### src/rtl/axi_settings.svh
`ifndef AXI_SETTINGS_SVH
`define AXI_SETTINGS_SVH

// address channel widths
`define RA_ADDR_W 32
`define RA_MID_W 4

// slave ID = master index on top of the master ID
`define RA_SID_W 8

// beat and burst fields
`define RA_LEN_W 4
`define RA_SIZE_W 3
`define RA_BURST_W 2

// six mapped slaves plus the default slave
`define RA_NUM_SLAVES 7

`endif

### src/rtl/axiTypesPkg.sv
`include "axi_settings.svh"

package axiTypesPkg;

    // read address and IDs
    typedef logic [`RA_ADDR_W-1:0] axiAddrT;
    typedef logic [`RA_MID_W-1:0] axiMidT;

    // upper bits hold the master index
    typedef logic [`RA_SID_W-1:0] axiSidT;

    // burst control fields
    typedef logic [`RA_LEN_W-1:0] axiLenT;
    typedef logic [`RA_SIZE_W-1:0] axiSizeT;
    typedef logic [`RA_BURST_W-1:0] axiBurstT;

endpackage

### src/rtl/addrMapPkg.sv
package addrMapPkg;

    // value is the bit index into the slave valid/ready vectors
    typedef enum logic [2:0] {
        SEL_ROM     = 3'd0,
        SEL_IM      = 3'd1,
        SEL_DM      = 3'd2,
        SEL_DRAM    = 3'd3,
        SEL_SENSOR  = 3'd4,
        SEL_WDT     = 3'd5,
        SEL_DEFAULT = 3'd6
    } slaveSelT;

    // inclusive base and limit per region
    localparam axiTypesPkg::axiAddrT ROM_BASE = 32'h0000_0000;
    localparam axiTypesPkg::axiAddrT ROM_LIMIT = 32'h0000_3FFF;

    localparam axiTypesPkg::axiAddrT IM_BASE = 32'h0001_0000;
    localparam axiTypesPkg::axiAddrT IM_LIMIT = 32'h0001_FFFF;

    localparam axiTypesPkg::axiAddrT DM_BASE = 32'h0002_0000;
    localparam axiTypesPkg::axiAddrT DM_LIMIT = 32'h0002_FFFF;

    // peripherals, 1 KB each
    localparam axiTypesPkg::axiAddrT SENSOR_BASE = 32'h1000_0000;
    localparam axiTypesPkg::axiAddrT SENSOR_LIMIT = 32'h1000_03FF;

    localparam axiTypesPkg::axiAddrT WDT_BASE = 32'h1001_0000;
    localparam axiTypesPkg::axiAddrT WDT_LIMIT = 32'h1001_03FF;

    // 2 MB external memory
    localparam axiTypesPkg::axiAddrT DRAM_BASE = 32'h2000_0000;
    localparam axiTypesPkg::axiAddrT DRAM_LIMIT = 32'h201F_FFFF;

endpackage

### src/rtl/raArbiter.sv
`timescale 1ns/100ps

module raArbiter (
    input  logic clk,
    input  logic rstN,
    input  logic arValidM0,
    input  logic arValidM1,
    input  logic reqTaken,
    output logic arReadyM0,
    output logic arReadyM1,
    output logic loadReq,
    output logic grantSel,
    output logic reqPending
);

    typedef enum logic {
        IDLE,
        SEND
    } stateT;

    stateT state;
    stateT stateNext;

    // index of the master granted last time
    logic lastGrant;
    logic anyValid;
    logic winner;

    assign anyValid = arValidM0 | arValidM1;

    // both valid: the master not granted last wins
    assign winner = (arValidM0 && arValidM1) ? ~lastGrant : arValidM1;

    // accept a master only while no request is outstanding
    assign loadReq = (state == IDLE) && anyValid;

    assign arReadyM0 = loadReq && !winner;
    assign arReadyM1 = loadReq && winner;
    assign grantSel = winner;

    assign reqPending = (state == SEND);

    always_comb begin
        stateNext = state;
        case (state)
            IDLE: begin
                if (anyValid) begin
                    stateNext = SEND;
                end
            end
            SEND: begin
                // wait for the selected slave to accept
                if (reqTaken) begin
                    stateNext = IDLE;
                end
            end
            default: begin
                stateNext = IDLE;
            end
        endcase
    end

    always_ff @(posedge clk or negedge rstN) begin
        if (!rstN) begin
            state <= IDLE;
            // pretend M1 went last so M0 is favoured first
            lastGrant <= 1'b1;
        end else begin
            state <= stateNext;
            if (loadReq) begin
                lastGrant <= winner;
            end
        end
    end

endmodule

### src/rtl/raRequestHold.sv
`timescale 1ns/100ps
`include "axi_settings.svh"

module raRequestHold (
    input  logic                  clk,
    input  logic                  rstN,
    input  logic                  loadReq,
    input  logic                  grantSel,
    input  axiTypesPkg::axiMidT   arIdM0,
    input  axiTypesPkg::axiMidT   arIdM1,
    input  axiTypesPkg::axiAddrT  arAddrM0,
    input  axiTypesPkg::axiAddrT  arAddrM1,
    input  axiTypesPkg::axiLenT   arLenM0,
    input  axiTypesPkg::axiLenT   arLenM1,
    input  axiTypesPkg::axiSizeT  arSizeM0,
    input  axiTypesPkg::axiSizeT  arSizeM1,
    input  axiTypesPkg::axiBurstT arBurstM0,
    input  axiTypesPkg::axiBurstT arBurstM1,
    output axiTypesPkg::axiSidT   arIdS,
    output axiTypesPkg::axiAddrT  arAddrS,
    output axiTypesPkg::axiLenT   arLenS,
    output axiTypesPkg::axiSizeT  arSizeS,
    output axiTypesPkg::axiBurstT arBurstS
);

    import axiTypesPkg::*;

    // granted master's fields
    axiMidT idSel;
    axiAddrT addrSel;
    axiLenT lenSel;
    axiSizeT sizeSel;
    axiBurstT burstSel;
    axiSidT sidSel;

    assign idSel = grantSel ? arIdM1 : arIdM0;
    assign addrSel = grantSel ? arAddrM1 : arAddrM0;
    assign lenSel = grantSel ? arLenM1 : arLenM0;
    assign sizeSel = grantSel ? arSizeM1 : arSizeM0;
    assign burstSel = grantSel ? arBurstM1 : arBurstM0;

    // master index zero-extended into the upper nibble
    assign sidSel = {{(`RA_SID_W - `RA_MID_W - 1){1'b0}}, grantSel, idSel};

    always_ff @(posedge clk or negedge rstN) begin
        if (!rstN) begin
            arIdS <= '0;
            arAddrS <= '0;
            arLenS <= '0;
            arSizeS <= '0;
            arBurstS <= '0;
        end else if (loadReq) begin
            // held until the next grant
            arIdS <= sidSel;
            arAddrS <= addrSel;
            arLenS <= lenSel;
            arSizeS <= sizeSel;
            arBurstS <= burstSel;
        end
    end

endmodule

### src/rtl/raAddrDecoder.sv
`timescale 1ns/100ps
`include "axi_settings.svh"

module raAddrDecoder (
    input  axiTypesPkg::axiAddrT     arAddrS,
    input  logic                     reqPending,
    input  logic [`RA_NUM_SLAVES-1:0] arReadyS,
    output logic [`RA_NUM_SLAVES-1:0] arValidS,
    output logic                     reqTaken
);

    import axiTypesPkg::*;
    import addrMapPkg::*;

    slaveSelT sel;

    function automatic logic inRegion(axiAddrT addr, axiAddrT base, axiAddrT limit);
        return (addr >= base) && (addr <= limit);
    endfunction

    // region lookup, anything unmapped falls to the default slave
    always_comb begin
        if (inRegion(arAddrS, ROM_BASE, ROM_LIMIT)) begin
            sel = SEL_ROM;
        end else if (inRegion(arAddrS, IM_BASE, IM_LIMIT)) begin
            sel = SEL_IM;
        end else if (inRegion(arAddrS, DM_BASE, DM_LIMIT)) begin
            sel = SEL_DM;
        end else if (inRegion(arAddrS, DRAM_BASE, DRAM_LIMIT)) begin
            sel = SEL_DRAM;
        end else if (inRegion(arAddrS, SENSOR_BASE, SENSOR_LIMIT)) begin
            sel = SEL_SENSOR;
        end else if (inRegion(arAddrS, WDT_BASE, WDT_LIMIT)) begin
            sel = SEL_WDT;
        end else begin
            sel = SEL_DEFAULT;
        end
    end

    // one valid bit, only while a request waits
    always_comb begin
        arValidS = '0;
        if (reqPending) begin
            arValidS[sel] = 1'b1;
        end
    end

    // ready from the addressed slave only
    assign reqTaken = arReadyS[sel];

endmodule

### src/rtl/readAddrChannel.sv
`timescale 1ns/100ps
`include "axi_settings.svh"

module readAddrChannel (
    input  logic                      clk,
    input  logic                      rstN,
    // master 0
    input  axiTypesPkg::axiMidT       arIdM0,
    input  axiTypesPkg::axiAddrT      arAddrM0,
    input  axiTypesPkg::axiLenT       arLenM0,
    input  axiTypesPkg::axiSizeT      arSizeM0,
    input  axiTypesPkg::axiBurstT     arBurstM0,
    input  logic                      arValidM0,
    output logic                      arReadyM0,
    // master 1
    input  axiTypesPkg::axiMidT       arIdM1,
    input  axiTypesPkg::axiAddrT      arAddrM1,
    input  axiTypesPkg::axiLenT       arLenM1,
    input  axiTypesPkg::axiSizeT      arSizeM1,
    input  axiTypesPkg::axiBurstT     arBurstM1,
    input  logic                      arValidM1,
    output logic                      arReadyM1,
    // shared slave fields
    output axiTypesPkg::axiSidT       arIdS,
    output axiTypesPkg::axiAddrT      arAddrS,
    output axiTypesPkg::axiLenT       arLenS,
    output axiTypesPkg::axiSizeT      arSizeS,
    output axiTypesPkg::axiBurstT     arBurstS,
    output logic [`RA_NUM_SLAVES-1:0] arValidS,
    input  logic [`RA_NUM_SLAVES-1:0] arReadyS
);

    logic loadReq;
    logic grantSel;
    logic reqPending;
    logic reqTaken;

    raArbiter arbiter (
        .clk        (clk),
        .rstN       (rstN),
        .arValidM0  (arValidM0),
        .arValidM1  (arValidM1),
        .reqTaken   (reqTaken),
        .arReadyM0  (arReadyM0),
        .arReadyM1  (arReadyM1),
        .loadReq    (loadReq),
        .grantSel   (grantSel),
        .reqPending (reqPending)
    );

    raRequestHold requestHold (
        .clk       (clk),
        .rstN      (rstN),
        .loadReq   (loadReq),
        .grantSel  (grantSel),
        .arIdM0    (arIdM0),
        .arIdM1    (arIdM1),
        .arAddrM0  (arAddrM0),
        .arAddrM1  (arAddrM1),
        .arLenM0   (arLenM0),
        .arLenM1   (arLenM1),
        .arSizeM0  (arSizeM0),
        .arSizeM1  (arSizeM1),
        .arBurstM0 (arBurstM0),
        .arBurstM1 (arBurstM1),
        .arIdS     (arIdS),
        .arAddrS   (arAddrS),
        .arLenS    (arLenS),
        .arSizeS   (arSizeS),
        .arBurstS  (arBurstS)
    );

    // decodes from the held address, not the master's
    raAddrDecoder addrDecoder (
        .arAddrS    (arAddrS),
        .reqPending (reqPending),
        .arReadyS   (arReadyS),
        .arValidS   (arValidS),
        .reqTaken   (reqTaken)
    );

endmodule

### config.mk
export PLATFORM = sky130hd
export DESIGN_NAME = readAddrChannel
export DESIGN_NICKNAME = d
export VERILOG_FILES = /design/src/rtl/axiTypesPkg.sv /design/src/rtl/addrMapPkg.sv /design/src/rtl/raArbiter.sv /design/src/rtl/raRequestHold.sv /design/src/rtl/raAddrDecoder.sv /design/src/rtl/readAddrChannel.sv
export VERILOG_INCLUDE_DIRS = /design/src /design/src/rtl
export SDC_FILE = /design/constraint.sdc
export NUM_CORES = 1
export LEC_CHECK = 0
export BUFFER_PORTS_ARGS = -buffer_cell sky130_fd_sc_hd__buf_2
export CORE_MARGIN = 2
export CORE_UTILIZATION = 35
export DETAILED_ROUTE_END_ITERATION = 8
export PLACE_DENSITY = 0.74
export SETUP_SLACK_MARGIN = 0.4
export SLEW_MARGIN = 25
export SYNTH_ARGS = -nofsm -noshare
export SYNTH_HDL_FRONTEND = slang
export SYNTH_SLANG_ARGS = --single-unit
### constraint.sdc
create_clock -name clk -period 2.61 [get_ports clk]
set_input_delay 0.261 -clock clk [delete_from_list [all_inputs] [get_ports clk]]
set_output_delay 0.261 -clock clk [all_outputs]
set_load 0.02 [all_outputs]
==> results by group, run 1 <==
Clocking
  – CTS tree: done
  – Total CTS buffers: 5
  – Worst-Skew Late Latency: 300 ps
  – CTS max path bufs: 2
  – Sink Count: 48
  – Clock slew at reported path FFs: 100 ps
  – H-tree level count: 2
  – CTS Root Cell: clkbuf_8

Timing
  – Clock skew: 10.6 ps
  – Count of final hold-check violations: 0
  – Finish-stage setup viols: 0
  – Setup TNS: 0 ps
  – RSZ-0062 raised after global routing: yes
  – Worst rel slew slack: 59.1%
  – Max Slew Vio Count: 0
  – Tmin final: 2430 ps
  – F_max: 411 MHz
  – Worst-margin pin slew: 611 ps
  – Tcrit/Tclk final: 93.3%

Worst setup path
  – R2R depth: 8
  – Critical path arrival: 2170 ps
  – Kind of cell adding the most delay to the critical path: simple AND/OR/NAND/NOR gates
  – CP startpoint: requestHold.arAddrS[18]
  – Reg2reg start: requestHold.arAddrS[18]
  – Reg2reg setup slack: 400 ps
  – Crit-path cells: or2_4 -> or4b_4 -> a2111o_1 -> nand3_4 -> nor2_1 -> buf_2
  – Buf/Inv on CP: 1
  – Critical path's slowest cell: or4b_4
  – CP startpoint kind: flip-flop
  – Critical path type: reg2out
  – Critical-path maximum fanout: 4
  – Reg-to-reg critical path endpoint: arbiter.reqPending
  – CP max stage delay: 480 ps
  – Required time worst endpoint: 2350 ps
  – Setup crit end kind: primary output

Global route
  – Initial antenna violation count: 1
  – Total track usage: 20.3%
  – Gr ovfl total: 0
  – Pin count of the biggest net entering global routing: 49
  – First-pass GRT wire length: 11900 um
  – Vias in the first global route: 2499

Status
  – Status: complete, no violations

Pwr
  – Pwr Density: 1140 nW/um2
  – Clk pwr share: 13.5%
  – Comb pwr share: 51.9%
  – Lkg Pwr: 2.02 nW
  – Worst VDD drop: 0.546 mV
  – Sw Ratio: 44.1%
  – Internal power consumption: 2.25 mW
  – Sequential share of power: 34.5%
  – Switching power: 1.77 mW
  – Pwr Total: 4.02 mW

Cells and area
  – Layout filler cell count: 596
  – Diode count: 0
  – Fin util: 55.5%
  – Nets: 485
  – Layout cells sized above 1: 54.8%
  – Final Instance Area: 3530 um2
  – Area growth from synthesis to layout: 54.0%
  – Most frequent cells in the layout: buf_2 (151), inv_1 (47), dfrtp_1 (46)
  – Most common cell after layout, fill and taps aside: buf_2

Routing
  – Vias per cell: 5.43
  – Final antenna-violating net count: 0
  – Drt initial violations: 331
  – DRT Pass-1 Iters: 7
  – # DRC: 0
  – Vias post-DR: 2510
  – DR WL/cell: 16.2 um
  – WL final: 7480 um

Synthesis
  – Mapped Cells: 213
  – Count of unique library cells instantiated by Yosys: 38
  – Number of flops mapped to enable cells by yosys: 0
  – Post-synthesis async set-or-reset flop share: 100%
  – Yosys warnings: 0
  – Top_reg_cell synth: dfrtp_1
  – Synth Cell Area: 2290 um2
  – Post-synthesis sequential area ratio: 52.5%
  – Avg Inst Size Synth: 10.8 um2
  – FF+latch count, synth: 48

Flow run
  – Max-cap violations: 0

Placed design
  – Port Buffers: 155
  – Dpl hpwl: 5380 um
  – Placer congestion estimate: 0.870
  – DP Area: 3190 um2

Die
  – Core area: 6350 um2
  – Initial Util: 36.1%
  – Die width: 84.9 um
  – I/O pins: 159
  – Die H: 84.9 um
  – Die Footprint: 7210 um2
  – Rows: 29

Hold path
  – Hold Path Origin: arSizeM1[2]
  – Worst hold stages: 3
  – HP Class: in2reg
  – Hold EP: requestHold.arSizeS[2]
worst max path at each step:
stage / end / slack, ps / cells after the start
2_1_floorplan: arValidS[4] / 440 / 4
3_3_place_gp: arValidS[5] / 410 / 6
3_5_place_dp: arValidS[3] / 400 / 7
4_1_cts: arValidS[5] / 190 / 6
5_1_grt: arValidS[4] / 100 / 7
6_report: arValidS[6] / 180 / 6
metal layers:
metal,up-vias,share of wire (%),GRT usage (%)
li1,1154,-,-
met1,1209,38,26.1
met2,135,52,34.5
met3,10,8.9,4.96
met4,2,1.1,5.05
met5,-,0.15,0
cells by family (layout without fill, tap and decap cells):
| family | after synthesis | in the layout | synth area share [%] |
|---|---|---|---|
| buf+inv | 67 | 237 | 11.6 |
| compound gates | 62 | 62 | 25.9 |
| flops | 48 | 48 | 52.5 |
| simple gates | 32 | 32 | 8.57 |
| mux | 3 | 3 | 1.31 |
| other cells | 1 | 3 | 0.164 |
repair_timing:
item                                    CTS  global route
cloned                                    0             0
resized for setup                         6            11
endpoints found under the hold margin     0            12
setup buffers                             9             9
endpoints found under the setup margin    6             8
pin swaps                                 3             3
hold buffers                              0             1
power groups by stage:
stage / sequential (mW) / clock, mW / combinational, mW
floorplan: 1.77 / 0 / 0.753
global placement: 1.36 / 0 / 1.86
detailed placement: 1.38 / 0 / 1.89
CTS: 1.37 / 0.562 / 1.98
global route: 1.44 / 0.596 / 2.27
finish: 1.39 / 0.545 / 2.09
cell usage after synthesis (2+ instances only):
cell type	count	area share (%)
a21o_1	2	0.66
nand3_1	3	0.66
buf_4	3	0.98
a21oi_1	2	0.44
o211ai_1	2	0.66
inv_1	47	7.7
o211a_1	2	0.87
nor4_1	3	0.82
nand2_1	7	1.1
a222oi_1	45	20
and3_1	2	0.55
nor3_1	2	0.44
nor2_1	6	0.98
o21ai_0	2	0.44
mux2i_1	3	1.3
clkbuf_1	14	2.3
dfrtp_1	47	51
registers in the layout, indices dropped and copies added (netlist names):
| name | count |
|---|---|
| requestHold.arAddrS | 32 |
| requestHold.arBurstS | 2 |
| requestHold.arIdS | 5 |
| arbiter.lastGrant | 1 |
| arbiter.reqPending | 1 |
| requestHold.arSizeS | 3 |
| requestHold.arLenS | 4 |
tightest hold or removal path, stage by stage:
cell and delay, ps:
buf_2 70, a222oi_1 50, inv_1 50
final cells by class:
class                           instances  area, um2  share of cell area [%]
Tap cell                               77       96.3                    2.73
Clock buffer                            5       68.8                    1.95
Timing Repair Buffer                  182       1000                    28.4
Clock inverter                          3       46.3                    1.31
Sequential cell                        48       1200                    34.1
Inverter                               47        176                    5.00
Multi-Input combinational cell        100        932                    26.4
metrics by stage:
stage	hold slack (ps)	cells	setup slack, ps
after floorplan	-34.6	215	440
after global placement	457	435	411
after detailed placement	463	435	398
after CTS	162	452	190
after global routing	165	462	99.3
final	168	462	176
No activity file was read; power rests on OpenSTA's default activity.
==> inputs of run 2 (changes only) <==
--- a/config.mk
+++ b/config.mk
@@ -6,11 +6,12 @@
 export SDC_FILE = /design/constraint.sdc
 export NUM_CORES = 1
 export LEC_CHECK = 0
+export ABC_AREA = 1
 export BUFFER_PORTS_ARGS = -buffer_cell sky130_fd_sc_hd__buf_2
 export CORE_MARGIN = 2
 export CORE_UTILIZATION = 35
 export DETAILED_ROUTE_END_ITERATION = 8
-export PLACE_DENSITY = 0.74
+export PLACE_DENSITY = 0.72
 export SETUP_SLACK_MARGIN = 0.4
 export SLEW_MARGIN = 25
 export SYNTH_ARGS = -nofsm -noshare
==> results by group, run 2 <==
Status
  – Status: complete, no violations

Timing
  – Clock skew: 9.47 ps
  – Setup TNS: 0 ps
  – Max Slew Vio Count: 0
  – Count of final hold-check violations: 0
  – Hold WS: 154 ps
  – Worst rel slew slack: 59.3%
  – F_max: 429 MHz
  – Tmin final: 2330 ps
  – Finish-stage setup viols: 0
  – Tcrit/Tclk final: 89.2%
  – Worst-margin pin slew: 611 ps
  – RSZ-0062 raised after global routing: yes
  – Setup slack after layout: 281 ps

Routing
  – WL final: 7710 um
  – Drt initial violations: 104
  – DRT Pass-1 Iters: 4
  – Vias per cell: 4.70
  – # DRC: 0
  – Vias post-DR: 2888
  – DR WL/cell: 12.5 um
  – Final antenna-violating net count: 0

Synthesis
  – Top_reg_cell synth: dfrtp_1
  – Commonest cells post-synth: nand2_1 (159), nand3_1 (53), dfrtp_1 (47), nor2_1 (20), inv_1 (15)
  – Mapped Cells: 350
  – Share of the synthesized area in the top cell type: 45.9%
  – XOR/XNOR Fraction of Synth Area: 0%
  – Post-synthesis async set-or-reset flop share: 100%
  – FF+latch count, synth: 48
  – Mux cell area share after synthesis: 0%
  – Synth area leader: dfrtp_1
  – Synth area leaders: dfrtp_1 (46%), nand2_1 (23%), nand3_1 (10%)
  – Avg Inst Size Synth: 7.32 um2
  – Compound-Gate Fraction of Synth Area: 3.13%
  – Simple-gate share of the synthesized area: 44.3%
  – Post-synthesis adder-cell area fraction: 0%
  – Most common cell in the netlist: nand2_1
  – Count of unique library cells instantiated by Yosys: 26
  – Yosys warnings: 0
  – Largest family of logic cells by synthesized area: simple AND/OR/NAND/NOR gates
  – Post-synthesis sequential area ratio: 46.9%
  – Synth Cell Area: 2560 um2
  – Number of flops mapped to enable cells by yosys: 0

Cells and area
  – Biggest register: requestHold.arAddrS
  – Most frequent cells in the layout: nand2_1 (155), buf_2 (149), nand3_1 (49)
  – Most common cell after layout, fill and taps aside: nand2_1
  – Multi-input gate area: 1330 um2
  – Largest regs: requestHold.arAddrS (32), requestHold.arIdS (5), requestHold.arLenS (4)
  – Register Area: 1200 um2
  – Area growth from synthesis to layout: 46.3%
  – Nets: 616
  – Diode count: 0
  – Layout filler cell count: 721
  – Flip-flop count of the largest register after layout: 32
  – Layout cells sized above 1: 41.5%

Worst setup path
  – CP max stage delay: 440 ps
  – Setup crit end kind: primary output
  – Buf/Inv on CP: 2
  – Crit-path cells: nor2_2 -> nand3_1 -> nand3_2 -> nand4_1 -> buf_4 -> nand2_1 -> nand2_2 -> nor2_2 -> buf_6
  – Critical path arrival: 2070 ps
  – Critical path's slowest cell: dfrtp_1
  – Critical-path maximum fanout: 4
  – Required time worst endpoint: 2350 ps
  – CP startpoint kind: flip-flop
  – Critical path type: reg2out
  – Most used cell, CP: nor2_2
  – Kind of cell adding the most delay to the critical path: simple AND/OR/NAND/NOR gates

Die
  – Die H: 89.5 um
  – Core area: 7180 um2
  – Die Footprint: 8020 um2
  – Initial Util: 35.7%
  – Die width: 89.5 um
  – I/O pins: 159
  – Rows: 31

Global route
  – Vias in the first global route: 2691
  – Gr ovfl total: 0
  – Pin count of the biggest net entering global routing: 49
  – Initial antenna violation count: 0
  – First-pass GRT wire length: 11900 um
  – Total track usage: 18.8%

Placed design
  – Dpl hpwl: 5770 um
  – Port Buffers: 155
  – Pre-CTS setup slack: 632 ps
  – Placer congestion estimate: 0.853

Clocking
  – CTS Root Cell: clkbuf_8
  – CTS tree: done
  – H-tree level count: 2
  – Clock slew at reported path FFs: 100 ps
  – Worst-Skew Late Latency: 300 ps
  – Sink Count: 48
  – Total CTS buffers: 5
  – CTS max path bufs: 2

Flow run
  – Max-cap violations: 0

Pwr
  – Lkg Pwr: 2.03 nW
  – Pwr Total: 4.36 mW
  – Pwr Density: 1160 nW/um2
  – Worst VDD drop: 0.465 mV

Hold path
  – HP Class: in2reg
## run 2: changes by cell type in the layout (fill, tap and decap cells not counted), sizes merged, moves of 3 or more
cell / before / now
buf: 181 / 171
a222oi: 45 / 0
nand3: 4 / 56
o211ai: 2 / 5
inv: 48 / 17
nor4: 3 / 0
mux2i: 3 / 0
nor2: 6 / 28
nand4: 0 / 8
nand2: 7 / 161
## run 2: worst paths after layout
path / end / slack, ps / cells after the start / from
setup / recovery: arValidS[5] / 280 / 9 / requestHold.arAddrS[15]
hold / removal: requestHold.arLenS[2] / 150 / 3 / arLenM0[2]
setup reg to reg: arbiter.reqPending / 720 / 11 / requestHold.arAddrS[15]
hold reg to reg: arbiter.lastGrant / 490 / 2 / arbiter.lastGrant
max in group asynchronous: requestHold.arAddrS[28] / 1650 / 2 / rstN
min in group asynchronous: requestHold.arSizeS[2] / 500 / 2 / rstN
## run 2: area by class of cell
type / instances / area share [%]
multi-input cells: 271 / 35.4
flip-flops and latches: 48 / 32.1
repair buffers: 172 / 25.0
well taps: 99 / 3.31
clock buffers: 7 / 2.30
inverters: 17 / 1.70
clock inverters: 1 / 0.200
## run 2: tightest hold or removal path: stages
cell and delay [ps]:
buf_2 70, nand2_1 40, nand3_1 50
## run 2: report_power, final
group	switching, mW	leakage [nW]	internal, mW
clock network	0.252	0.0445	0.216
registers	0.299	0.580	1.12
logic	1.57	1.40	0.895
total	2.13	2.03	2.23
## run 2: layer usage
layer	track usage [%]	up-vias	wire [um]
met5	0	-	0
met4	3.53	0	53
met3	3.79	5	391
met2	35.0	92	4100
met1	22.3	1348	3160
li1	-	1443	-
## run 2: cell families after synthesis
group	Yosys count
and+or+nand+nor	257
buffers and inverters	33
other	1
AOI/OAI and AO/OA	11
DFF	48
## run 2: through the flow
stage | utilization [%] | instances | instance area, um2
global placement | 48.0 | 594 | 3440
detailed placement | 48.0 | 594 | 3450
global route | 52.2 | 615 | 3750
finish | 52.2 | 615 | 3750
floorplan | - | 352 | 2570
CTS | 51.3 | 614 | 3680
## run 2: what timing repair did
action                                 in CTS  in global routing
endpoints found under the hold margin      38                  0
pin swaps                                   8                 10
gates resized for setup                    14                 15
hold buffers                                1                  0
setup endpoints to repair                   4                  5
buffers inserted                           11                  1
